==> src/design/cpu_ctrl_pkg.sv <==
`default_nettype none

package cpu_ctrl_pkg;

    //////////////////////////////////////////////////////////////////////
    // Opcodes carried in ISR[15:10]
    //////////////////////////////////////////////////////////////////////

    localparam logic [5:0] OP_CLR = 6'b000100;
    localparam logic [5:0] OP_ASL = 6'b001000;
    localparam logic [5:0] OP_ASR = 6'b001001;
    localparam logic [5:0] OP_RLC = 6'b001010;
    localparam logic [5:0] OP_RRC = 6'b001011;
    localparam logic [5:0] OP_LSL = 6'b001100;
    localparam logic [5:0] OP_LSR = 6'b001101;
    localparam logic [5:0] OP_ROL = 6'b001110;
    localparam logic [5:0] OP_ROR = 6'b001111;
    localparam logic [5:0] OP_MOV = 6'b010000;
    localparam logic [5:0] OP_JMP = 6'b010001;
    localparam logic [5:0] OP_RET = 6'b010010;
    localparam logic [5:0] OP_ADD = 6'b010100;
    localparam logic [5:0] OP_RJP = 6'b010101;
    localparam logic [5:0] OP_ADC = 6'b010110;
    localparam logic [5:0] OP_SUB = 6'b011000;
    localparam logic [5:0] OP_SBC = 6'b011010;
    localparam logic [5:0] OP_CMP = 6'b011011;
    localparam logic [5:0] OP_OR  = 6'b100000;
    localparam logic [5:0] OP_XOR = 6'b100001;
    localparam logic [5:0] OP_AND = 6'b100010;
    localparam logic [5:0] OP_BIT = 6'b100011;
    localparam logic [5:0] OP_JSR = 6'b101100;
    localparam logic [5:0] OP_RJS = 6'b101101;
    localparam logic [5:0] OP_BRN = 6'b110000;
    localparam logic [5:0] OP_BRZ = 6'b110001;
    localparam logic [5:0] OP_BRV = 6'b110010;
    localparam logic [5:0] OP_BRC = 6'b110011;
    localparam logic [5:0] OP_RBN = 6'b111000;
    localparam logic [5:0] OP_RBZ = 6'b111001;
    localparam logic [5:0] OP_RBV = 6'b111010;
    localparam logic [5:0] OP_RBC = 6'b111011;

    localparam logic [1:0] MODE_D  = 2'b00;  // Register direct
    localparam logic [1:0] MODE_I  = 2'b01;  // Register indirect
    localparam logic [1:0] MODE_MI = 2'b10;  // Pre-decrement indirect
    localparam logic [1:0] MODE_IP = 2'b11;  // Post-increment indirect

    localparam int NUM_REGS  = 8;  // R6 is the stack pointer, R7 the PC
    localparam int REG_SEL_W = 3;

    //////////////////////////////////////////////////////////////////////
    // Inputs
    //////////////////////////////////////////////////////////////////////

    typedef struct packed {
        logic [5:0]           ex_state;
        logic [1:0]           f_mode;
        logic [REG_SEL_W-1:0] f_value;
        logic [1:0]           t_mode;
        logic [REG_SEL_W-1:0] t_value;
    } isr_t;

    typedef struct packed {
        logic if0;
        logic if1;
        logic ff0;
        logic ff1;
        logic ff2;
        logic tf0;
        logic tf1;
        logic ex1;
    } phase_t;

    typedef struct packed {
        logic n;
        logic z;
        logic v;
        logic c;
    } psw_t;

    //////////////////////////////////////////////////////////////////////
    // Decoded instruction class
    //////////////////////////////////////////////////////////////////////

    typedef struct packed {
        logic op_clr;
        logic op_asl, op_asr, op_rlc, op_rrc;
        logic op_lsl, op_lsr, op_rol, op_ror;
        logic op_mov, op_jmp, op_ret;
        logic op_add, op_rjp, op_adc;
        logic op_sub, op_sbc, op_cmp;
        logic op_or, op_xor, op_and, op_bit;
        logic op_jsr, op_rjs;
        logic op_brn, op_brz, op_brv, op_brc;
        logic op_rbn, op_rbz, op_rbv, op_rbc;
    } op_flags_t;

    typedef struct packed {
        logic f_direct;
        logic f_ip;
        logic f_mi;
        logic t_direct;
        logic t_ip;
    } operand_mode_t;

    //////////////////////////////////////////////////////////////////////
    // Registered control outputs
    //////////////////////////////////////////////////////////////////////

    typedef struct packed {
        logic                mda;
        logic                b0b;
        logic                smd;
        logic                sma;
        logic                sb0;
        logic [NUM_REGS-1:0] rd_en;
        logic [NUM_REGS-1:0] wr_en;
    } reg_ctrl_t;

    typedef struct packed {
        logic als;
        logic alu_x;
        logic alu_y;
        logic alu_z;
        logic alu_u;
        logic alu_v;
        logic set_psw;
    } alu_ctrl_t;

    typedef struct packed {
        logic shs;
        logic sft_a;
        logic sft_b;
        logic sft_c;
        logic sft_d;
        logic sft_e;
        logic sft_r;
        logic sft_l;
    } shift_ctrl_t;

endpackage

`default_nettype wire

==> src/design/instr_class_decode.sv <==
`timescale 1ns/10ps
`default_nettype none

module instr_class_decode (
    input  wire cpu_ctrl_pkg::isr_t       isr,
    output cpu_ctrl_pkg::op_flags_t       op_flags,
    output cpu_ctrl_pkg::operand_mode_t   modes
);

    //////////////////////////////////////////////////////////////////////
    // Opcode table with at most one flag raised
    //////////////////////////////////////////////////////////////////////

    always_comb begin
        op_flags.op_clr = (isr.ex_state == cpu_ctrl_pkg::OP_CLR);

        op_flags.op_asl = (isr.ex_state == cpu_ctrl_pkg::OP_ASL);
        op_flags.op_asr = (isr.ex_state == cpu_ctrl_pkg::OP_ASR);
        op_flags.op_rlc = (isr.ex_state == cpu_ctrl_pkg::OP_RLC);
        op_flags.op_rrc = (isr.ex_state == cpu_ctrl_pkg::OP_RRC);
        op_flags.op_lsl = (isr.ex_state == cpu_ctrl_pkg::OP_LSL);
        op_flags.op_lsr = (isr.ex_state == cpu_ctrl_pkg::OP_LSR);
        op_flags.op_rol = (isr.ex_state == cpu_ctrl_pkg::OP_ROL);
        op_flags.op_ror = (isr.ex_state == cpu_ctrl_pkg::OP_ROR);

        op_flags.op_mov = (isr.ex_state == cpu_ctrl_pkg::OP_MOV);
        op_flags.op_jmp = (isr.ex_state == cpu_ctrl_pkg::OP_JMP);
        op_flags.op_ret = (isr.ex_state == cpu_ctrl_pkg::OP_RET);

        op_flags.op_add = (isr.ex_state == cpu_ctrl_pkg::OP_ADD);
        op_flags.op_rjp = (isr.ex_state == cpu_ctrl_pkg::OP_RJP);
        op_flags.op_adc = (isr.ex_state == cpu_ctrl_pkg::OP_ADC);
        op_flags.op_sub = (isr.ex_state == cpu_ctrl_pkg::OP_SUB);
        op_flags.op_sbc = (isr.ex_state == cpu_ctrl_pkg::OP_SBC);
        op_flags.op_cmp = (isr.ex_state == cpu_ctrl_pkg::OP_CMP);

        op_flags.op_or  = (isr.ex_state == cpu_ctrl_pkg::OP_OR);
        op_flags.op_xor = (isr.ex_state == cpu_ctrl_pkg::OP_XOR);
        op_flags.op_and = (isr.ex_state == cpu_ctrl_pkg::OP_AND);
        op_flags.op_bit = (isr.ex_state == cpu_ctrl_pkg::OP_BIT);

        op_flags.op_jsr = (isr.ex_state == cpu_ctrl_pkg::OP_JSR);
        op_flags.op_rjs = (isr.ex_state == cpu_ctrl_pkg::OP_RJS);

        op_flags.op_brn = (isr.ex_state == cpu_ctrl_pkg::OP_BRN);
        op_flags.op_brz = (isr.ex_state == cpu_ctrl_pkg::OP_BRZ);
        op_flags.op_brv = (isr.ex_state == cpu_ctrl_pkg::OP_BRV);
        op_flags.op_brc = (isr.ex_state == cpu_ctrl_pkg::OP_BRC);
        op_flags.op_rbn = (isr.ex_state == cpu_ctrl_pkg::OP_RBN);
        op_flags.op_rbz = (isr.ex_state == cpu_ctrl_pkg::OP_RBZ);
        op_flags.op_rbv = (isr.ex_state == cpu_ctrl_pkg::OP_RBV);
        op_flags.op_rbc = (isr.ex_state == cpu_ctrl_pkg::OP_RBC);
    end

    //////////////////////////////////////////////////////////////////////
    // Addressing modes
    //////////////////////////////////////////////////////////////////////

    always_comb begin
        modes.f_direct = (isr.f_mode == cpu_ctrl_pkg::MODE_D);  // Plain indirect raises no flag
        modes.f_mi     = (isr.f_mode == cpu_ctrl_pkg::MODE_MI);
        modes.f_ip     = (isr.f_mode == cpu_ctrl_pkg::MODE_IP);

        // Only direct and post-increment matter on the to side
        modes.t_direct = (isr.t_mode == cpu_ctrl_pkg::MODE_D);
        modes.t_ip     = (isr.t_mode == cpu_ctrl_pkg::MODE_IP);
    end

endmodule

`default_nettype wire

==> src/design/reg_select_decode.sv <==
`timescale 1ns/10ps
`default_nettype none

module reg_select_decode (
    input  wire                              clk,
    input  wire                              rst,
    input  wire cpu_ctrl_pkg::isr_t          isr,
    input  wire cpu_ctrl_pkg::phase_t        phase,
    input  wire cpu_ctrl_pkg::psw_t          psw,
    input  wire cpu_ctrl_pkg::op_flags_t     op_flags,
    input  wire cpu_ctrl_pkg::operand_mode_t modes,
    output cpu_ctrl_pkg::reg_ctrl_t          reg_ctrl
);

    localparam int PC_IDX = cpu_ctrl_pkg::NUM_REGS - 1;
    localparam int SP_IDX = cpu_ctrl_pkg::NUM_REGS - 2;

    logic shift_op;
    logic arith_op;
    logic logic_op;
    logic br_op;
    logic rb_op;
    logic wb_op;
    logic branch_taken;

    cpu_ctrl_pkg::reg_ctrl_t reg_ctrl_d;

    //////////////////////////////////////////////////////////////////////
    // Opcode groups
    //////////////////////////////////////////////////////////////////////

    assign shift_op = op_flags.op_asl | op_flags.op_asr | op_flags.op_rlc | op_flags.op_rrc |
                      op_flags.op_lsl | op_flags.op_lsr | op_flags.op_rol | op_flags.op_ror;

    assign arith_op = op_flags.op_add | op_flags.op_adc | op_flags.op_rjp |
                      op_flags.op_sub | op_flags.op_sbc | op_flags.op_cmp;

    assign logic_op = op_flags.op_or | op_flags.op_xor | op_flags.op_and | op_flags.op_bit;

    assign br_op = op_flags.op_brn | op_flags.op_brz | op_flags.op_brv | op_flags.op_brc;
    assign rb_op = op_flags.op_rbn | op_flags.op_rbz | op_flags.op_rbv | op_flags.op_rbc;

    // Results that land in the to-register
    assign wb_op = op_flags.op_clr | shift_op | op_flags.op_mov |
                   op_flags.op_add | op_flags.op_adc | op_flags.op_rjp |
                   op_flags.op_or | op_flags.op_xor | op_flags.op_and;

    // Absolute and relative branches test the same PSW flag
    assign branch_taken = (psw.n & (op_flags.op_brn | op_flags.op_rbn)) |
                          (psw.z & (op_flags.op_brz | op_flags.op_rbz)) |
                          (psw.v & (op_flags.op_brv | op_flags.op_rbv)) |
                          (psw.c & (op_flags.op_brc | op_flags.op_rbc));

    //////////////////////////////////////////////////////////////////////
    // Next selects
    //////////////////////////////////////////////////////////////////////

    always_comb begin
        reg_ctrl_d = '0;

        for (int i = 0; i < cpu_ctrl_pkg::NUM_REGS; i++) begin
            reg_ctrl_d.rd_en[i] =
                (phase.ff0 & (isr.f_value == cpu_ctrl_pkg::REG_SEL_W'(i))) |
                (phase.ff1 & modes.f_ip & (isr.f_value == cpu_ctrl_pkg::REG_SEL_W'(i))) |
                (phase.tf0 & (isr.t_value == cpu_ctrl_pkg::REG_SEL_W'(i))) |
                (phase.tf1 & modes.t_ip & (isr.t_value == cpu_ctrl_pkg::REG_SEL_W'(i)));

            reg_ctrl_d.wr_en[i] =
                (phase.ff0 & (isr.f_value == cpu_ctrl_pkg::REG_SEL_W'(i))) |
                (phase.ff1 & modes.f_ip & (isr.f_value == cpu_ctrl_pkg::REG_SEL_W'(i))) |
                (phase.tf1 & modes.t_ip & (isr.t_value == cpu_ctrl_pkg::REG_SEL_W'(i))) |
                (wb_op & modes.t_direct & (isr.t_value == cpu_ctrl_pkg::REG_SEL_W'(i)));
        end

        reg_ctrl_d.rd_en[SP_IDX] = reg_ctrl_d.rd_en[SP_IDX] | op_flags.op_ret;
        reg_ctrl_d.rd_en[PC_IDX] = reg_ctrl_d.rd_en[PC_IDX] | phase.if0 | phase.if1 |
                                   (op_flags.op_rjs & phase.ex1);

        // PC update on fetch, jumps, taken branches and calls
        reg_ctrl_d.wr_en[PC_IDX] = reg_ctrl_d.wr_en[PC_IDX] | phase.if1 |
                                   op_flags.op_jmp | op_flags.op_ret | branch_taken |
                                   ((op_flags.op_jsr | op_flags.op_rjs) & phase.ex1);

        reg_ctrl_d.mda = phase.ff2 | shift_op | arith_op | logic_op | rb_op;
        reg_ctrl_d.b0b = op_flags.op_mov | op_flags.op_jmp | arith_op | logic_op |
                         op_flags.op_jsr | op_flags.op_rjs | br_op | rb_op | phase.ex1;
        reg_ctrl_d.smd = phase.if0 | phase.ff0 | phase.tf0 | op_flags.op_clr | shift_op |
                         op_flags.op_mov | op_flags.op_add | op_flags.op_adc |
                         op_flags.op_rjp | op_flags.op_sub | op_flags.op_sbc |
                         op_flags.op_or | op_flags.op_xor | op_flags.op_and |
                         op_flags.op_jsr | op_flags.op_rjs;
        reg_ctrl_d.sma = phase.if0 | phase.ff0 | phase.tf0;
        reg_ctrl_d.sb0 = phase.ff2;
    end

    always_ff @(posedge clk) begin
        if (rst) begin
            reg_ctrl <= '0;
        end else begin
            reg_ctrl <= reg_ctrl_d;
        end
    end

endmodule

`default_nettype wire

==> src/design/alu_shift_decode.sv <==
`timescale 1ns/10ps
`default_nettype none

module alu_shift_decode (
    input  wire                              clk,
    input  wire                              rst,
    input  wire cpu_ctrl_pkg::phase_t        phase,
    input  wire cpu_ctrl_pkg::psw_t          psw,
    input  wire cpu_ctrl_pkg::op_flags_t     op_flags,
    input  wire cpu_ctrl_pkg::operand_mode_t modes,
    output cpu_ctrl_pkg::alu_ctrl_t          alu_ctrl,
    output cpu_ctrl_pkg::shift_ctrl_t        shift_ctrl
);

    logic shift_op;
    logic arith_op;
    logic logic_op;
    logic br_op;
    logic rb_op;
    logic pass_b;

    cpu_ctrl_pkg::alu_ctrl_t   alu_ctrl_d;
    cpu_ctrl_pkg::shift_ctrl_t shift_ctrl_d;

    assign shift_op = op_flags.op_asl | op_flags.op_asr | op_flags.op_rlc | op_flags.op_rrc |
                      op_flags.op_lsl | op_flags.op_lsr | op_flags.op_rol | op_flags.op_ror;

    assign arith_op = op_flags.op_add | op_flags.op_adc | op_flags.op_rjp |
                      op_flags.op_sub | op_flags.op_sbc | op_flags.op_cmp;

    assign logic_op = op_flags.op_or | op_flags.op_xor | op_flags.op_and | op_flags.op_bit;

    assign br_op = op_flags.op_brn | op_flags.op_brz | op_flags.op_brv | op_flags.op_brc;
    assign rb_op = op_flags.op_rbn | op_flags.op_rbz | op_flags.op_rbv | op_flags.op_rbc;

    // Terms shared by alu_y and alu_v, note ff1 is absent
    assign pass_b = phase.if0 | phase.if1 | phase.ff0 | phase.ff2 | phase.tf0 | phase.tf1 |
                    phase.ex1 | op_flags.op_mov | op_flags.op_jmp | op_flags.op_ret |
                    arith_op | op_flags.op_jsr | op_flags.op_rjs | br_op;

    //////////////////////////////////////////////////////////////////////
    // ALU function lines
    //////////////////////////////////////////////////////////////////////

    always_comb begin
        alu_ctrl_d.als     = (|phase) | op_flags.op_clr | op_flags.op_mov | op_flags.op_jmp |
                             op_flags.op_ret | arith_op | logic_op | op_flags.op_jsr |
                             op_flags.op_rjs | br_op | rb_op;
        alu_ctrl_d.alu_x   = (phase.ff0 & modes.f_mi) | op_flags.op_sub | op_flags.op_sbc |
                             op_flags.op_cmp;
        alu_ctrl_d.alu_y   = pass_b;
        alu_ctrl_d.alu_z   = op_flags.op_or | rb_op;
        alu_ctrl_d.alu_u   = phase.if1 | phase.tf1 | op_flags.op_sub | op_flags.op_cmp |
                             (psw.c & (op_flags.op_adc | op_flags.op_sbc));  // Carry in
        alu_ctrl_d.alu_v   = pass_b | op_flags.op_xor | rb_op;
        alu_ctrl_d.set_psw = op_flags.op_clr | shift_op | op_flags.op_mov | op_flags.op_add |
                             op_flags.op_adc | op_flags.op_sub | op_flags.op_sbc |
                             op_flags.op_cmp | logic_op;
    end

    //////////////////////////////////////////////////////////////////////
    // Shifter lines
    //////////////////////////////////////////////////////////////////////

    always_comb begin
        shift_ctrl_d.shs   = shift_op;
        shift_ctrl_d.sft_a = op_flags.op_asr;  // Sign fill
        shift_ctrl_d.sft_b = op_flags.op_rol;
        shift_ctrl_d.sft_c = op_flags.op_lsr | op_flags.op_rol | op_flags.op_rlc;
        shift_ctrl_d.sft_d = op_flags.op_ror;
        shift_ctrl_d.sft_e = op_flags.op_rlc | op_flags.op_rrc;  // Rotate through carry
        shift_ctrl_d.sft_r = op_flags.op_asr | op_flags.op_ror | op_flags.op_rrc;
        shift_ctrl_d.sft_l = op_flags.op_asr | op_flags.op_lsr | op_flags.op_rol |
                             op_flags.op_rlc;
    end

    always_ff @(posedge clk) begin
        if (rst) begin
            alu_ctrl   <= '0;
            shift_ctrl <= '0;
        end else begin
            alu_ctrl   <= alu_ctrl_d;
            shift_ctrl <= shift_ctrl_d;
        end
    end

endmodule

`default_nettype wire

==> src/design/ctrl_decoder.sv <==
`timescale 1ns/10ps
`default_nettype none

module ctrl_decoder (
    input  wire                       clk,
    input  wire                       rst,
    input  wire cpu_ctrl_pkg::isr_t   isr,
    input  wire cpu_ctrl_pkg::phase_t phase,
    input  wire cpu_ctrl_pkg::psw_t   psw,
    output cpu_ctrl_pkg::reg_ctrl_t   reg_ctrl,
    output cpu_ctrl_pkg::alu_ctrl_t   alu_ctrl,
    output cpu_ctrl_pkg::shift_ctrl_t shift_ctrl
);

    cpu_ctrl_pkg::op_flags_t     op_flags;
    cpu_ctrl_pkg::operand_mode_t modes;

    //////////////////////////////////////////////////////////////////////
    // Shared instruction class, combinational
    //////////////////////////////////////////////////////////////////////

    instr_class_decode i_instr_class_decode (
        .isr      (isr),
        .op_flags (op_flags),
        .modes    (modes)
    );

    //////////////////////////////////////////////////////////////////////
    // Datapath decoders, one register stage each
    //////////////////////////////////////////////////////////////////////

    reg_select_decode i_reg_select_decode (
        .clk      (clk),
        .rst      (rst),
        .isr      (isr),
        .phase    (phase),
        .psw      (psw),
        .op_flags (op_flags),
        .modes    (modes),
        .reg_ctrl (reg_ctrl)
    );

    alu_shift_decode i_alu_shift_decode (
        .clk        (clk),
        .rst        (rst),
        .phase      (phase),
        .psw        (psw),
        .op_flags   (op_flags),
        .modes      (modes),
        .alu_ctrl   (alu_ctrl),
        .shift_ctrl (shift_ctrl)
    );

endmodule

`default_nettype wire

==> config.mk <==
export PLATFORM = sky130hd
export DESIGN_NAME = ctrl_decoder
export DESIGN_NICKNAME = d
export VERILOG_FILES = /design/src/design/cpu_ctrl_pkg.sv /design/src/design/instr_class_decode.sv /design/src/design/reg_select_decode.sv /design/src/design/alu_shift_decode.sv /design/src/design/ctrl_decoder.sv
export SDC_FILE = /design/constraint.sdc
export NUM_CORES = 1
export LEC_CHECK = 0
export BUFFER_PORTS_ARGS = -buffer_cell sky130_fd_sc_hd__buf_2
export CORE_UTILIZATION = 50
export CTS_CLUSTER_SIZE = 16
export DETAILED_ROUTE_END_ITERATION = 6
export HOLD_SLACK_MARGIN = 0.08
export PLACE_DENSITY = 0.82
export SYNTH_ARGS = -nofsm -noshare
export SYNTH_HDL_FRONTEND = slang
export SYNTH_SLANG_ARGS = --single-unit
==> constraint.sdc <==
create_clock -name clk -period 3.5 [get_ports clk]
set_input_delay 0.35 -clock clk [delete_from_list [all_inputs] [get_ports clk]]
set_output_delay 0.35 -clock clk [all_outputs]
set_load 0.01 [all_outputs]
After elaboration in Yosys (flattened, before gate mapping)
Cells that the tools add are included.

Register bits after elaboration: 36. Output and inout bits: 36.

Equal/unequal tests: 49. Bitwise logic cells: 210. Reductions and logical operators: 4.

Operators by type and width (number): $or A1 B1 Y1 (159); $eq A6 B6 Y1 const B (14); $eq A6 B5 Y1 const B (9); $and A1 B1 Y1 (51); $eq A6 B4 Y1 const B (8); $eq A3 B3 Y1 const B (8); $eq A3 B2 Y1 const B (4); $reduce_or A8 Y1 (1); $eq A2 B2 Y1 const B (3); $eq A3 B1 Y1 const B (2); $eq A6 B3 Y1 const B (1); $logic_not A3 Y1 (2); $logic_not A2 Y1 (1).

Longest topological paths before layout
Word-level depth: 24. Gate-level depth with buffers: 7.

Cells and area by module
From an unflattened synthesis, not the netlist that was laid out.

Cell total of the unflattened synthesis: 215. Area, all modules: 1749.2 um^2.

By module, submodules not included: reg_select_decode (times used 1, cells each 106, area each 934.6 um^2, seq. area each 420.4 um^2); alu_shift_decode (times used 1, cells each 54, area each 524.3 um^2, seq. area each 300.3 um^2); instr_class_decode (times used 1, cells each 55, area each 290.3 um^2, seq. area each 0.0 um^2).

Worst setup path after synthesis
No wires, ideal clock.

Path type: input to register. Start point: input port isr[15] (netlist name). End point: register i_reg_select_decode.reg_ctrl[7] (netlist name). Arrival time: 1579 ps. Setup slack: 1848 ps. Stages on the path: 6. Buffers on the path: 1. Cell sequence: buf_4 or3b_1 a21boi_1 o31ai_1 or4_1 o22ai_2.

Word-level cells in the longest chain between the ends: 24. Elaborated cells between the ends (all ways): 64.

RTL lines: start, declared (line ctrl_decoder.sv:7) `input wire cpu_ctrl_pkg::isr_t isr,`; $eq A6 B4 Y1 (on tied branches) (line instr_class_decode.sv:17, instr_class_decode.sv:18); $or A1 B1 Y1 (4 in a row) (line reg_select_decode.sv:32) `assign shift_op = op_flags.op_asl | op_flags.op_asr | op_flags.op_rlc | op_flags.op_rrc |`; $or A1 B1 Y1 (3 in a row) (line reg_select_decode.sv:33) `op_flags.op_lsl | op_flags.op_lsr | op_flags.op_rol | op_flags.op_ror;`; $or A1 B1 Y1 (3 in a row) (line reg_select_decode.sv:44) `assign wb_op = op_flags.op_clr | shift_op | op_flags.op_mov |`; $or A1 B1 Y1 (3 in a row) (line reg_select_decode.sv:45) `op_flags.op_add | op_flags.op_adc | op_flags.op_rjp |`; $or A1 B1 Y1 (2 in a row) (line reg_select_decode.sv:46) `op_flags.op_or | op_flags.op_xor | op_flags.op_and;`; $and A1 B1 Y1 (2 in a row) (line reg_select_decode.sv:72) `(wb_op & modes.t_direct & (isr.t_value == cpu_ctrl_pkg::REG_SEL_W'(i)));`; $or A1 B1 Y1 (line reg_select_decode.sv:71) `(phase.tf1 & modes.t_ip & (isr.t_value == cpu_ctrl_pkg::REG_SEL_W'(i))) |`; $or A1 B1 Y1 (2 in a row) (line reg_select_decode.sv:80) `reg_ctrl_d.wr_en[PC_IDX] = reg_ctrl_d.wr_en[PC_IDX] | phase.if1 |`; $or A1 B1 Y1 (2 in a row) (line reg_select_decode.sv:81) `op_flags.op_jmp | op_flags.op_ret | branch_taken |`; $or A1 B1 Y1 (*) (line reg_select_decode.sv:81).

Every way passes the cells marked *; elsewhere a longest branch is shown, timed or not. A chain may end at the register's enable or synchronous reset.

Worst setup path in the final report
Start point: input port isr[12] (netlist name). End point: register i_alu_shift_decode.alu_ctrl[1] (netlist name).

Word-level cells in the longest chain between the ends: 12. Elaborated cells between the ends (all ways): 40.

RTL lines: $eq A6 B5 Y1 (on tied branches) (line instr_class_decode.sv:30, instr_class_decode.sv:32); $or A1 B1 Y1 (3 in a row) (line alu_shift_decode.sv:28) `assign arith_op = op_flags.op_add | op_flags.op_adc | op_flags.op_rjp |`; $or A1 B1 Y1 (2 in a row) (line alu_shift_decode.sv:29) `op_flags.op_sub | op_flags.op_sbc | op_flags.op_cmp;`; $or A1 B1 Y1 (line alu_shift_decode.sv:38) `phase.ex1 | op_flags.op_mov | op_flags.op_jmp | op_flags.op_ret |`; $or A1 B1 Y1 (3 in a row) (line alu_shift_decode.sv:39) `arith_op | op_flags.op_jsr | op_flags.op_rjs | br_op;`; $or A1 B1 Y1 (line alu_shift_decode.sv:55) `alu_ctrl_d.alu_v = pass_b | op_flags.op_xor | rb_op;`; $or A1 B1 Y1 (*) (line alu_shift_decode.sv:55).

Marked as above.

==> reports/qor.csv <==
metric;value;unit
Synth Net Count;228;
WP data arrival;1.75;ns
CP required;3.71;ns
Syn-to-layout area delta;18.1;%
GR Layer Usage met2;32.8;%
layout cell share with drive strength beyond 1;31.8;%
synth warn;0;
Final Hold Viols;0;
Synth Instances;198;
Antenna diodes;0;
commonest non-fill, non-tap cell in the layout;buf_2;
drt total wl;4060;um
RSZ-0062 raised after global routing;no;
drt wl/cell;13.5;um
DR vias;1676;
Final min period;1.54;ns
crit end category;flop;
TritonCTS clock tree;done;
I/O pins;66;
max frequency;651;MHz
post-cts sizing count;0;
CP startpoint kind;primary input;
Seq cells post-synth;36;
Sink Count;36;
Clock transition at path regs;0.11;ns
drt first pass iters;6;
period utilization;43.9;%
EDFF count, synth;0;
drc violations;0;
Max Cap Viol;0;
Worst-Margin Slew;0.558;ns
mapped cell area;1710;um^2
gpl congestion;0.950;
worst hold path class;primary input to flop;
CTS H-tree depth;2;
Final ANT Viol Nets;0;
Starting Density;54.3;%
Die ar.;3660;um^2
initial antenna violation count;0;
Site Rows;20;
CP Class;primary input to flop;
post-synth cell types;44;
peak supply drop;0.000219;V
GRT met3 Usage;6.18;%
Yosys top cell by area;dfxtp_1;
Chip Width;60.5;um
GR Overflow Total;0;
ys async rst share;0;%
die height;60.5;um
Final HPWL DP;2980;um
met1 Use GR;36.4;%
GR peak layer;met1;
DR vias/cell;5.55;
DRT iter0 DRCs;118;
core area;3150;um^2
setup_tns;0;ns
clock buffer depth;2;
Clock Root Buffer;clkbuf_4;
CP max FO;20;
worst rel slew slack;62.3;%
Hold-fix buffers, CTS;0;
most frequent cells in the layout;65 x buf_2, 36 x dfxtp_1, 24 x nor2_1, 21 x nand2_1, 12 x a21oi_1;
Buffers on Ports;65;
status;finished, final reports clean;
Top FF cell, synth;dfxtp_1;
max-slew violations;0;
Post-CTS Setup Repair Bufs;0;
post-synth top area share;42.1;%
TritonCTS buffer count;5;
nets@finish;287;
register area share after synthesis;42.1;%
power per cell area;387;nW/um^2
first-pass GRT wire length;6410;um
synthesized area per cell;8.64;um^2
Synth area leaders;dfxtp_1 42%, nor2_1 5.3%, clkbuf_8 4.8%, nand2_1 4.6%, nor2b_1 4.0%;
final core occ;64.1;%
vias in the first global route;1380;
Min Hold Slack;0.260;ns
largest net degree at the start of global routing;30;
Setup-failing EPs final;0;
LEAKAGE;0.908;nW
GRT Total Usage;24.3;%
[kinds of logic after synthesis]
logic type / Yosys count / synth area share (%)
AO/OA/AOI/OAI: 50 / 20.7
AND/OR/NAND/NOR: 90 / 26.8
buffers and inverters: 19 / 8.77
multiplexers: 1 / 0.585
flip-flops: 36 / 42.1
XOR/XNOR: 2 / 1.02
[cell usage after synthesis, types with 3 or more instances]
| library cell | instances |
|---|---|
| nor2b_1 | 11 |
| a21oi_1 | 12 |
| inv_1 | 6 |
| nand3_1 | 8 |
| dfxtp_1 | 36 |
| o21ai_0 | 8 |
| nand2_1 | 21 |
| a31oi_1 | 3 |
| o31ai_1 | 3 |
| clkbuf_8 | 6 |
| a22oi_1 | 5 |
| nand2b_1 | 3 |
| clkbuf_1 | 4 |
| nor2_1 | 24 |
| a311oi_1 | 4 |
| nor3_1 | 9 |
[worst paths after layout]
path | start | end | cells after the start
min | phase[3] | i_reg_select_decode.reg_ctrl[16] | 2
max | isr[12] | i_alu_shift_decode.alu_ctrl[1] | 6
[critical path, stage by stage]
cell and delay [ns]:
buf_2 0.21, nor2b_1 0.21, and4_2 0.27, or3_1 0.38, nor3b_2 0.23, a21oi_1 0.08
[routing by layer]
| metal | vias up | share of wire [%] |
|---|---|---|
| met5 | - | 0 |
| met4 | 0 | 1.7 |
| met3 | 7 | 8.6 |
| met2 | 95 | 43 |
| met1 | 743 | 46 |
| li1 | 831 | - |
[metrics by stage]
| step | instance area, um^2 | std cells | setup WS, ns | power, mW |
|---|---|---|---|---|
| global route | 2020 | 302 | 1.88 | 0.826 |
| CTS | 2020 | 302 | 1.99 | 0.786 |
| floorplan | 1710 | 198 | 1.85 | 0.529 |
| detailed placement | 1960 | 294 | 1.62 | 0.571 |
| global placement | 1960 | 294 | 1.67 | 0.569 |
| finish | 2020 | 302 | 1.96 | 0.782 |
[flip-flops by register name, indices dropped and copies added, names as in the netlist]
register / count
i_reg_select_decode.reg_ctrl: 21
i_alu_shift_decode.shift_ctrl: 8
i_alu_shift_decode.alu_ctrl: 7
[power by group]
part           switching [mW]  internal [mW]  leakage [nW]
sequential            0.00341          0.426         0.296
combinational          0.0828         0.0522         0.577
clock                   0.141         0.0770        0.0349
[final cells by class]
cell class	count	area, um^2
clock buffers	5	37.5
clock inverters	3	18.8
fillers	300	1130
inverters	6	22.5
multi-input cells	143	841
flip-flops and latches	36	721
well taps	44	55.1
repair buffers	65	325
Note: power is estimated with default switching activity, not from simulation.
